File: src/logic/biu_pkg.sv
// shared widths and bus states of the bus interface unit; queue depth and burst length are one value
package biu_pkg;

    // physical address and data widths
    localparam int ADDR_W = 20;
    localparam int DATA_W = 16;  // core side word
    localparam int BYTE_W = 8;   // multiplexed bus byte

    // one fetch burst fills the whole queue
    localparam int QUEUE_BYTES = 8;

    // byte counter, wide enough for a full burst
    localparam int CNT_W = 4;

    // queue base after reset, the 8088 restart location
    localparam logic [ADDR_W-1:0] RESET_BASE = 20'hFFFF0;

    // byte cycle states of the sequencer
    typedef enum logic [1:0] {
        T_IDLE = 2'b00,
        T1     = 2'b01,  // address out, ale high
        T2     = 2'b10,  // strobes asserted
        T3     = 2'b11   // read byte sampled at the end
    } bus_state_t;

endpackage
File: src/logic/biu_top.sv
// 8088-style bus interface unit without the execution core; no ready input, no wait states, strobes ignored while busy_o is high
module biu_top (
    input  logic                       clk,
    input  logic                       rst,

    // core side
    input  logic                       fetch_i,
    input  logic [biu_pkg::ADDR_W-1:0] fetch_addr_i,
    input  logic                       write_i,
    input  logic [biu_pkg::ADDR_W-1:0] wr_addr_i,
    input  logic [biu_pkg::DATA_W-1:0] wr_data_i,
    input  logic                       wr_byte_i,
    output logic                       done_o,
    output logic                       busy_o,
    input  logic [biu_pkg::ADDR_W-1:0] rd_addr_i,
    output logic [biu_pkg::DATA_W-1:0] rd_word_o,
    output logic                       rd_hit_o,
    output logic [biu_pkg::BYTE_W-1:0] vector_o,
    output logic                       vector_valid_o,

    // bus side
    output logic [biu_pkg::ADDR_W-1:0] addr_o,
    input  logic [biu_pkg::BYTE_W-1:0] ad_i,
    output logic [biu_pkg::BYTE_W-1:0] ad_o,
    output logic                       ad_oe_o,
    output logic                       ale_o,
    output logic                       rd_n_o,
    output logic                       wr_n_o,
    output logic                       den_n_o,
    output logic                       dtr_o,
    input  logic                       intr_i,
    output logic                       inta_n_o,
    input  logic                       hold_i,
    output logic                       hlda_o
);
    import biu_pkg::*;

    logic             q_start;
    logic             q_load;
    logic [CNT_W-1:0] q_index;
    logic             bus_free;
    logic             intr_busy;
    logic             hlda;

    assign hlda_o = hlda;

    bus_cycle_fsm bus_cycle_fsm_i (
        .clk          (clk),
        .rst          (rst),
        .fetch_i      (fetch_i),
        .fetch_addr_i (fetch_addr_i),
        .write_i      (write_i),
        .wr_addr_i    (wr_addr_i),
        .wr_data_i    (wr_data_i),
        .wr_byte_i    (wr_byte_i),
        .intr_busy_i  (intr_busy),
        .hlda_i       (hlda),
        .addr_o       (addr_o),
        .ad_o         (ad_o),
        .ad_oe_o      (ad_oe_o),
        .ale_o        (ale_o),
        .rd_n_o       (rd_n_o),
        .wr_n_o       (wr_n_o),
        .den_n_o      (den_n_o),
        .dtr_o        (dtr_o),
        .done_o       (done_o),
        .busy_o       (busy_o),
        .bus_free_o   (bus_free),
        .q_start_o    (q_start),
        .q_load_o     (q_load),
        .q_index_o    (q_index)
    );

    prefetch_queue prefetch_queue_i (
        .clk          (clk),
        .rst          (rst),
        .q_start_i    (q_start),
        .fetch_addr_i (fetch_addr_i),
        .q_load_i     (q_load),
        .q_index_i    (q_index),
        .ad_i         (ad_i),
        .rd_addr_i    (rd_addr_i),
        .rd_word_o    (rd_word_o),
        .rd_hit_o     (rd_hit_o)
    );

    intr_ack_fsm intr_ack_fsm_i (
        .clk            (clk),
        .rst            (rst),
        .intr_i         (intr_i),
        .bus_free_i     (bus_free),
        .ad_i           (ad_i),
        .inta_n_o       (inta_n_o),
        .intr_busy_o    (intr_busy),
        .vector_o       (vector_o),
        .vector_valid_o (vector_valid_o)
    );

    hold_arbiter hold_arbiter_i (
        .clk         (clk),
        .rst         (rst),
        .hold_i      (hold_i),
        .bus_free_i  (bus_free),
        .intr_busy_i (intr_busy),
        .hlda_o      (hlda)
    );

endmodule

File: src/logic/hold_arbiter.sv
// grants only on a free bus with no interrupt cycle; the bus is given back one clock after hold_i drops
module hold_arbiter (
    input  logic clk,
    input  logic rst,
    input  logic hold_i,
    input  logic bus_free_i,
    input  logic intr_busy_i,
    output logic hlda_o
);

    typedef enum logic {
        H_IDLE,
        H_GRANT
    } hold_state_t;

    hold_state_t state;
    logic        grant;

    // lowest priority of the three bus owners
    assign grant = hold_i && bus_free_i && !intr_busy_i;

    always_ff @(posedge clk or negedge rst) begin
        if (!rst) begin
            state <= H_IDLE;
        end else begin
            case (state)
                H_IDLE:  if (grant) state <= H_GRANT;
                H_GRANT: if (!hold_i) state <= H_IDLE;  // external master done
                default: state <= H_IDLE;
            endcase
        end
    end

    assign hlda_o = (state == H_GRANT);

endmodule

File: src/logic/intr_ack_fsm.sv
// two inta pulses of two clocks with a one-clock gap; vector taken from ad_i in the last low cycle, intr_i is level sensitive
module intr_ack_fsm (
    input  logic                       clk,
    input  logic                       rst,
    input  logic                       intr_i,
    input  logic                       bus_free_i,
    input  logic [biu_pkg::BYTE_W-1:0] ad_i,
    output logic                       inta_n_o,
    output logic                       intr_busy_o,
    output logic [biu_pkg::BYTE_W-1:0] vector_o,
    output logic                       vector_valid_o
);

    typedef enum logic [1:0] {
        I_IDLE, I_PULSE1, I_GAP, I_PULSE2
    } ack_state_t;

    ack_state_t state;
    logic       second;  // second clock of a pulse
    logic       start;
    logic       sample;

    assign start  = (state == I_IDLE) && intr_i && bus_free_i;
    assign sample = (state == I_PULSE2) && second;

    always_ff @(posedge clk or negedge rst) begin
        if (!rst) begin
            state          <= I_IDLE;
            second         <= 1'b0;
            vector_valid_o <= 1'b0;
        end else begin
            vector_valid_o <= sample;
            case (state)
                I_IDLE:   if (start) state <= I_PULSE1;
                I_PULSE1: begin
                    second <= !second;
                    if (second) state <= I_GAP;
                end
                I_GAP:    state <= I_PULSE2;
                I_PULSE2: begin
                    second <= !second;
                    if (second) state <= I_IDLE;
                end
                default:  state <= I_IDLE;
            endcase
        end
    end

    always_ff @(posedge clk) begin
        if (sample)
            vector_o <= ad_i;
    end

    assign inta_n_o = !((state == I_PULSE1) || (state == I_PULSE2));

    // start term keeps a hold request off the bus in the same cycle
    assign intr_busy_o = (state != I_IDLE) || start;

endmodule

File: src/logic/prefetch_queue.sv
// one fetch burst refills the whole queue; the word port only hits when both bytes lie in the window
module prefetch_queue (
    input  logic                       clk,
    input  logic                       rst,
    input  logic                       q_start_i,
    input  logic [biu_pkg::ADDR_W-1:0] fetch_addr_i,
    input  logic                       q_load_i,
    input  logic [biu_pkg::CNT_W-1:0]  q_index_i,
    input  logic [biu_pkg::BYTE_W-1:0] ad_i,
    input  logic [biu_pkg::ADDR_W-1:0] rd_addr_i,
    output logic [biu_pkg::DATA_W-1:0] rd_word_o,
    output logic                       rd_hit_o
);
    import biu_pkg::*;

    logic [BYTE_W-1:0] q_mem [QUEUE_BYTES];
    logic [ADDR_W-1:0] base;    // address of q_mem[0]
    logic [ADDR_W-1:0] offset;

    always_ff @(posedge clk or negedge rst) begin
        if (!rst) begin
            base <= RESET_BASE;
            for (int i = 0; i < QUEUE_BYTES; i++)
                q_mem[i] <= '0;
        end else if (q_start_i) begin
            base <= fetch_addr_i;
            for (int i = 0; i < QUEUE_BYTES; i++)
                q_mem[i] <= '0;  // stale bytes gone before the burst
        end else if (q_load_i) begin
            for (int i = 0; i < QUEUE_BYTES; i++) begin
                if (q_index_i == CNT_W'(i))
                    q_mem[i] <= ad_i;
            end
        end
    end

    // wraps below base, so that also misses
    assign offset = rd_addr_i - base;

    always_comb begin
        rd_word_o = '0;
        rd_hit_o  = 1'b0;
        for (int i = 0; i < QUEUE_BYTES - 1; i++) begin
            if (offset == ADDR_W'(i)) begin
                rd_word_o = {q_mem[i+1], q_mem[i]};  // little endian word
                rd_hit_o  = 1'b1;
            end
        end
    end

endmodule

File: src/logic/bus_cycle_fsm.sv
// three-clock byte cycles, no wait states; fetch bursts are always QUEUE_BYTES long, writes go low byte first
module bus_cycle_fsm (
    input  logic                       clk,
    input  logic                       rst,
    input  logic                       fetch_i,
    input  logic [biu_pkg::ADDR_W-1:0] fetch_addr_i,
    input  logic                       write_i,
    input  logic [biu_pkg::ADDR_W-1:0] wr_addr_i,
    input  logic [biu_pkg::DATA_W-1:0] wr_data_i,
    input  logic                       wr_byte_i,
    input  logic                       intr_busy_i,
    input  logic                       hlda_i,
    output logic [biu_pkg::ADDR_W-1:0] addr_o,
    output logic [biu_pkg::BYTE_W-1:0] ad_o,
    output logic                       ad_oe_o,
    output logic                       ale_o,
    output logic                       rd_n_o,
    output logic                       wr_n_o,
    output logic                       den_n_o,
    output logic                       dtr_o,
    output logic                       done_o,
    output logic                       busy_o,
    output logic                       bus_free_o,
    output logic                       q_start_o,
    output logic                       q_load_o,
    output logic [biu_pkg::CNT_W-1:0]  q_index_o
);
    import biu_pkg::*;

    bus_state_t        state;
    logic [CNT_W-1:0]  cnt;       // byte within the current request
    logic [ADDR_W-1:0] req_addr;
    logic [DATA_W-1:0] wr_data;
    logic              is_fetch;  // request kind, low for a write
    logic              one_byte;

    logic idle;
    logic can_start;
    logic start_fetch;
    logic start_write;
    logic last_byte;
    logic data_phase;
    logic rd_phase;
    logic wr_phase;

    assign idle = (state == T_IDLE);

    // a strobe wins over a pending interrupt or hold, since bus_free drops with it
    assign can_start   = idle && !intr_busy_i && !hlda_i;
    assign start_fetch = can_start && fetch_i;
    assign start_write = can_start && write_i && !fetch_i;  // fetch first if both

    always_comb begin
        if (is_fetch)
            last_byte = (cnt == CNT_W'(QUEUE_BYTES - 1));
        else
            last_byte = one_byte || (cnt == CNT_W'(1));
    end

    always_ff @(posedge clk or negedge rst) begin
        if (!rst) begin
            state    <= T_IDLE;
            cnt      <= '0;
            is_fetch <= 1'b0;
            one_byte <= 1'b0;
            req_addr <= '0;
            done_o   <= 1'b0;
        end else begin
            done_o <= 1'b0;
            case (state)
                T_IDLE: begin
                    if (start_fetch || start_write) begin
                        state    <= T1;
                        cnt      <= '0;
                        is_fetch <= start_fetch;
                        one_byte <= wr_byte_i;
                        req_addr <= start_fetch ? fetch_addr_i : wr_addr_i;
                    end
                end
                T1: state <= T2;
                T2: state <= T3;
                T3: begin
                    if (last_byte) begin
                        state  <= T_IDLE;
                        done_o <= 1'b1;  // one cycle after the last T3
                    end else begin
                        state <= T1;
                        cnt   <= cnt + 1'b1;
                    end
                end
                default: state <= T_IDLE;
            endcase
        end
    end

    // write payload
    always_ff @(posedge clk) begin
        if (start_write)
            wr_data <= wr_data_i;
    end

    assign data_phase = (state == T2) || (state == T3);
    assign rd_phase   = data_phase && is_fetch;
    assign wr_phase   = data_phase && !is_fetch;

    // byte k of a request sits at base plus k
    assign addr_o = req_addr + ADDR_W'(cnt);

    assign ale_o   = (state == T1);
    assign rd_n_o  = !rd_phase;
    assign wr_n_o  = !wr_phase;
    assign den_n_o = !data_phase;
    assign dtr_o   = !rd_phase;  // low only while receiving
    assign ad_oe_o = ale_o || wr_phase;

    // multiplexed bus, address in T1 and data byte after
    always_comb begin
        if (ale_o)
            ad_o = addr_o[BYTE_W-1:0];
        else if (cnt == '0)
            ad_o = wr_data[BYTE_W-1:0];
        else
            ad_o = wr_data[DATA_W-1:BYTE_W];
    end

    assign busy_o     = !idle || intr_busy_i || hlda_i;
    assign bus_free_o = idle && !fetch_i && !write_i && !hlda_i;

    // queue side
    assign q_start_o = start_fetch;
    assign q_load_o  = rd_phase && (state == T3);  // ad_i valid at end of T3
    assign q_index_o = cnt;

endmodule

File: config.mk
export PLATFORM = sky130hd
export DESIGN_NAME = biu_top
export DESIGN_NICKNAME = d
export VERILOG_FILES = /design/src/logic/biu_pkg.sv /design/src/logic/biu_top.sv /design/src/logic/hold_arbiter.sv /design/src/logic/intr_ack_fsm.sv /design/src/logic/prefetch_queue.sv /design/src/logic/bus_cycle_fsm.sv
export SDC_FILE = /design/constraint.sdc
export NUM_CORES = 1
export LEC_CHECK = 0
export BUFFER_PORTS_ARGS = -buffer_cell sky130_fd_sc_hd__buf_4
export CORE_ASPECT_RATIO = 1.4
export CORE_UTILIZATION = 45
export CTS_CLUSTER_DIAMETER = 50
export DETAILED_ROUTE_END_ITERATION = 8
export PLACE_DENSITY_LB_ADDON = 0.2
export SYNTH_ARGS = -nofsm -noshare
export SYNTH_HDL_FRONTEND = slang
export SYNTH_HIERARCHICAL = 1
export SYNTH_SLANG_ARGS = --single-unit
File: constraint.sdc
create_clock -name clk -period 4.94 [get_ports clk]
set_clock_uncertainty 0.05 [all_clocks]
set_input_delay 0.988 -clock clk [delete_from_list [all_inputs] [get_ports clk]]
set_output_delay 0.988 -clock clk [all_outputs]
set_load 0.03 [all_outputs]
Word level (Yosys, flattened, before mapping). Cells that the tools add are included.

$add $sub $neg: 3. Equality and inequality tests: 24. Multiplexer cells: 43. Bitwise logic cells: 1. Reduce and logical (&&, ||, !) cells: 62.

Operator list (number): $mux W64 (2); $mux W16 (7); $mux W8 (10); $eq A20 B3 Y1 const B (3); $eq A20 B2 Y1 const B (2); $reduce_bool A2 Y1 (11); $add A20 B4 Y20 (1); $eq A20 B1 Y1 const B (1); $logic_not A20 Y1 (1); $mux W20 (1); $sub A20 B20 Y20 (1); $reduce_and A2 Y1 (9); $eq A4 B3 Y1 const B (4); $logic_and A1 B1 Y1 (16); $pmux W2 S4 (2); $mux W1 (13); $logic_not A1 Y1 (11); $eq A2 B2 Y1 const B (4); $eq A4 B2 Y1 const B (2); $logic_or A1 B1 Y1 (8); $mux W2 (4); $mux W4 (2); $pmux W4 S2 (1); $ne A2 B1 Y1 const B (3); other kinds (10) (14).

Bits in registers: 142. Output and inout bits: 64. Logic and storage cells: 154.

Logic depth before layout (Yosys ltp).
Depth after elaboration: 14. Depth in mapped cells: 13. Gate-level depth less buffers: 11.

Cells and area by module. Netlist, hierarchy kept.

Modules (own cells, without submodules): prefetch_queue (times used 1, cells an instance 611, area an instance 5820.6 um^2); bus_cycle_fsm (times used 1, cells an instance 275, area an instance 2777.7 um^2); intr_ack_fsm (times used 1, cells an instance 27, area an instance 485.5 um^2); hold_arbiter (times used 1, cells an instance 3, area an instance 46.3 um^2).

Worst setup path before layout. Ideal clock, no wire load.

Path kind: input-to-output. From: input port rd_addr_i[0] in the netlist's numbering. To: output port rd_word_o[3] in the netlist's numbering. Arrival time: 4.057 ns. Required time: 3.902 ns. Setup slack: -0.155 ns. Stages on the path: 13. Buffers on the path: 2. Path through: inv_1 -> ha_1 -> fa_1 -> nand2b_1 -> or4_1 -> o21ai_0 -> a32oi_1 -> a211oi_2 -> and3_1 -> buf_2 -> buf_2 -> nand2_1 -> a211oi_1.

Word-level cells in the longest chain between the ends: 9. Elaborated cells between the ends (all ways): 15. Classes of those cells: 1 x add/sub; 6 x eq/ne; 7 x mux; 1 x reduce/logical.

RTL lines: start: declaration (line biu_top.sv:15) `input logic [biu_pkg::ADDR_W-1:0] rd_addr_i,`; $sub A20 B20 Y20 * (line prefetch_queue.sv:38) `assign offset = rd_addr_i - base;`; $logic_not A20 Y1 (line prefetch_queue.sv:44) `if (offset == ADDR_W'(i)) begin`; $mux W16 (6 in a row) (line prefetch_queue.sv:44); $mux W16 * (line prefetch_queue.sv:44); end: declaration (line biu_top.sv:16) `output logic [biu_pkg::DATA_W-1:0] rd_word_o,`.

Every way passes the cells marked *; elsewhere a longest branch is shown, timed or not.

Final worst setup path.
From: input port rd_addr_i[9] in the netlist's numbering. To: output port rd_word_o[5] in the netlist's numbering.

Same word-level chain as after synthesis.

==> flow_summary.toml <==
[worst_setup_path]
rrSetupSlack_ps = 1630
path_class = "in2out"
r2r_cells = 9
cp-start-kind = "input port"
slowest_delay_ps = 590
r2r-end = "prefetch_queue_i/q_mem[44]"
r2r-start = "bus_cycle_fsm_i/state[0]"
crit_chain = "buf_4 -> ha_4 -> a211o_1 -> a21oi_2 -> a2bb2oi_1 -> o211ai_1 -> nor4b_4 -> nand4_1 -> or4_4 -> buf_12 -> a211oi_2 -> buf_4"
cp-endpoint = "rd_word_o[5]"
crit_path_end_kind = "output pin"
cp_data_arrival_time_ps = 3850
cp.required_ps = 3900
crit_path_frequent_cell = "buf_4"
critPathMaxFanout = 5
crit_path_start = "rd_addr_i[9]"
cpMaxStageDelayCell = "or4_4"

[sta]
worstMarginPinSlew_ps = 1237
hold-worst-slack_ps = 438.0
maxClockFrequency_mhz = 204.5
hold_viol_final = 0
rsz0062_at_grt = "true"
relSlewSlack_pct = 17.22
finalSetupViolCount = 0
drv_slew = 0
setup_slack_ps = 51.04
fin_crit_sh_pct = 98.97
period_needed_ps = 4889

[routing]
wl_per_cell_um = 18.60
wirelength_um = 24970
dr.pass1.iters = 4
viasPerCell = 5.625
vias = 7549
drtIter0Drc = 454
drc = 0
drtAntennaViolNets = 0

[hold_path]
hold_class = "reg2reg"

[synth]
avgSynthCellArea_um2 = 9.967
synthFlopType = "dfrtp_1"
synth_top_area_share_pct = 27.96
ys_ff_latch = 142
synth_warnings = 6
syn-num-nets = 1046
synth_cell_types = 82
synth_cells = 916
synth-async-reset-ratio_pct = 83.10
yosys.area.top_type = "dfrtp_1"
synth_edf_count = 24
netlist_area_um2 = 9130
synth_seq_area_share_pct = 40.45
yosys-top-cells-area = "dfrtp_1, mux2i_1, edfxtp_1"

[clocking]
cts.sinks = 142
cts_hold_buf = 0
ctsHtreeMaxLevel = 4
cts.path.max_buffers = 2
clkTransAtPathRegs_ps = 60
clk_latency_ps = 420
clock-root-buffer = "clkbuf_16"
cts_tree = "built"
numCtsBuffers = 17

[die]
die-area_um2 = 20870
die_w_um = 122.4
ioPinCount = 155
core_area_um2 = 19840
die_h_um = 170.5
std_cell_rows = 61
start_util_pct = 46.01

[global_routing]
grt.total_usage_pct = 23.85
antenna_found_initial = 0
grt_overflow = 0
grt_first_pass_wirelength_um = 37970
first_global_vias = 7297
grt_max_degree = 65

[run_status]
run_status = "finished clean"

[place]
post-place-ws_ps = -73.75
io_buffers = 154
dpl.hpwl_um = 17830
gp_congestion = 0.8944

[power_and_ir_drop]
fin_total_pwr_mw = 7.703
p_leak_nw = 5.306
ir_drop_mv = 0.3381
power_density_nw_per_um2 = 659.9

[finish]
drive_gt1_share_pct = 33.76
nNetsFinal = 1207
syn2layout_area_growth_pct = 27.86
final_util_pct = 58.83
final_cell_mix = "buf_4, nor2_1, dfrtp_1"
antenna-diode-count = 0
fillers = 1757
final_common_cell = "buf_4"

[job]
max_cap_viol_count = 0
## registers in the layout (all words and copies together), names as in the netlist
| signal | cells |
|---|---|
| intr_ack_fsm_i/vector_o | 8 |
| prefetch_queue_i/q_mem | 64 |
| bus_cycle_fsm_i/req_addr | 20 |
| bus_cycle_fsm_i/done_o | 1 |
| bus_cycle_fsm_i/state | 2 |
| intr_ack_fsm_i/second | 1 |
| bus_cycle_fsm_i/q_index_o | 4 |
| intr_ack_fsm_i/vector_valid_o | 1 |
| prefetch_queue_i/base | 20 |
| bus_cycle_fsm_i/is_fetch | 1 |
| hold_arbiter_i/hlda_o | 1 |
| bus_cycle_fsm_i/wr_data | 16 |
| intr_ack_fsm_i/state | 2 |
| bus_cycle_fsm_i/one_byte | 1 |
## layer usage
metal	global-route usage, %	share of wire [%]
met4	9.067	2.6
met2	41.43	51
met3	3.467	4.5
met1	29.59	42
met5	0	0
## what timing repair did
action                                  4_1_cts  5_1_grt
pin swaps                                     0       11
gates cloned                                  0        2
resized for setup                             6       51
endpoints found under the setup margin        9       17
buffers inserted                              0        6
## worst min path at each step
stage,cells after the start,to,slack [ps],start
2_1_floorplan,1,bus_cycle_fsm_i/one_byte,400,bus_cycle_fsm_i/one_byte
3_3_place_gp,1,bus_cycle_fsm_i/one_byte,420,bus_cycle_fsm_i/one_byte
3_5_place_dp,1,bus_cycle_fsm_i/one_byte,420,bus_cycle_fsm_i/one_byte
4_1_cts,1,bus_cycle_fsm_i/one_byte,440,bus_cycle_fsm_i/one_byte
5_1_grt,1,bus_cycle_fsm_i/one_byte,470,bus_cycle_fsm_i/one_byte
6_report,1,bus_cycle_fsm_i/one_byte,440,bus_cycle_fsm_i/one_byte
## kinds of logic (layout without fill, tap and decap cells)
group / count (synthesis) / after routing / synth area share [%]
AND/OR/NAND/NOR: 284 / 285 / 15.23
AO/OA/AOI/OAI: 190 / 190 / 14.53
flip-flops: 142 / 142 / 40.45
multiplexers: 130 / 130 / 16.65
buffers and inverters: 107 / 280 / 5.331
adder cells (fa/ha/maj): 39 / 39 / 5.509
XOR/XNOR: 24 / 24 / 2.302
## critical path: cells and delay by family
kind	cells	cell delay, ps
AND/OR/NAND/NOR	3	1100
buffers and inverters	3	480
AO/OA/AOI/OAI	5	1010
adder cells (fa/ha/maj)	1	240
## synth_stat cells (all sizes together), types with 5 or more instances
| master | number |
|---|---|
| nor2 | 112 |
| dfrtp | 102 |
| mux2i | 93 |
| nand2 | 78 |
| o21ai | 45 |
| a21oi | 44 |
| inv | 42 |
| ha | 37 |
| clkbuf | 35 |
| buf | 29 |
| a211oi | 27 |
| edfxtp | 24 |
| mux2 | 22 |
| xnor2 | 19 |
| dfstp | 16 |
| a22oi | 15 |
| mux4 | 15 |
| nand3 | 15 |
| nor2b | 9 |
| nand4 | 8 |
| nor3 | 8 |
| o211ai | 8 |
| nand2b | 7 |
| and4 | 6 |
| nor3b | 6 |
| o21a | 6 |
| or2 | 6 |
| and3 | 5 |
| o22ai | 5 |
| xor2 | 5 |
## per-stage QoR
stage                     cells  instance area [um^2]  setup TNS [ps]
final                      1342                 11670               0
after global routing       1342                 11670          -439.2
after CTS                  1334                 11330               0
after detailed placement   1302                 10680          -292.8
after global placement     1302                 10680               0
after floorplan             916                  9145          -134.9
## layout make-up
class,count,area (um^2),share of cell area [%]
multi-input cells,668,5245,44.93
flip-flops and latches,142,3694,31.64
repair buffers,205,1622,13.89
clock buffers,20,467.9,4.009
well taps,252,315.3,2.701
clock inverters,12,166.4,1.426
inverters,43,163.9,1.404
## power by group
group	switching (mW)	leakage [nW]	internal, mW
Clock	0.531	0.314	0.851
Sequential	0.335	1.70	1.63
Combinational	2.47	3.29	1.88
Total	3.34	5.31	4.36
(Power assumes the default switching activity.)
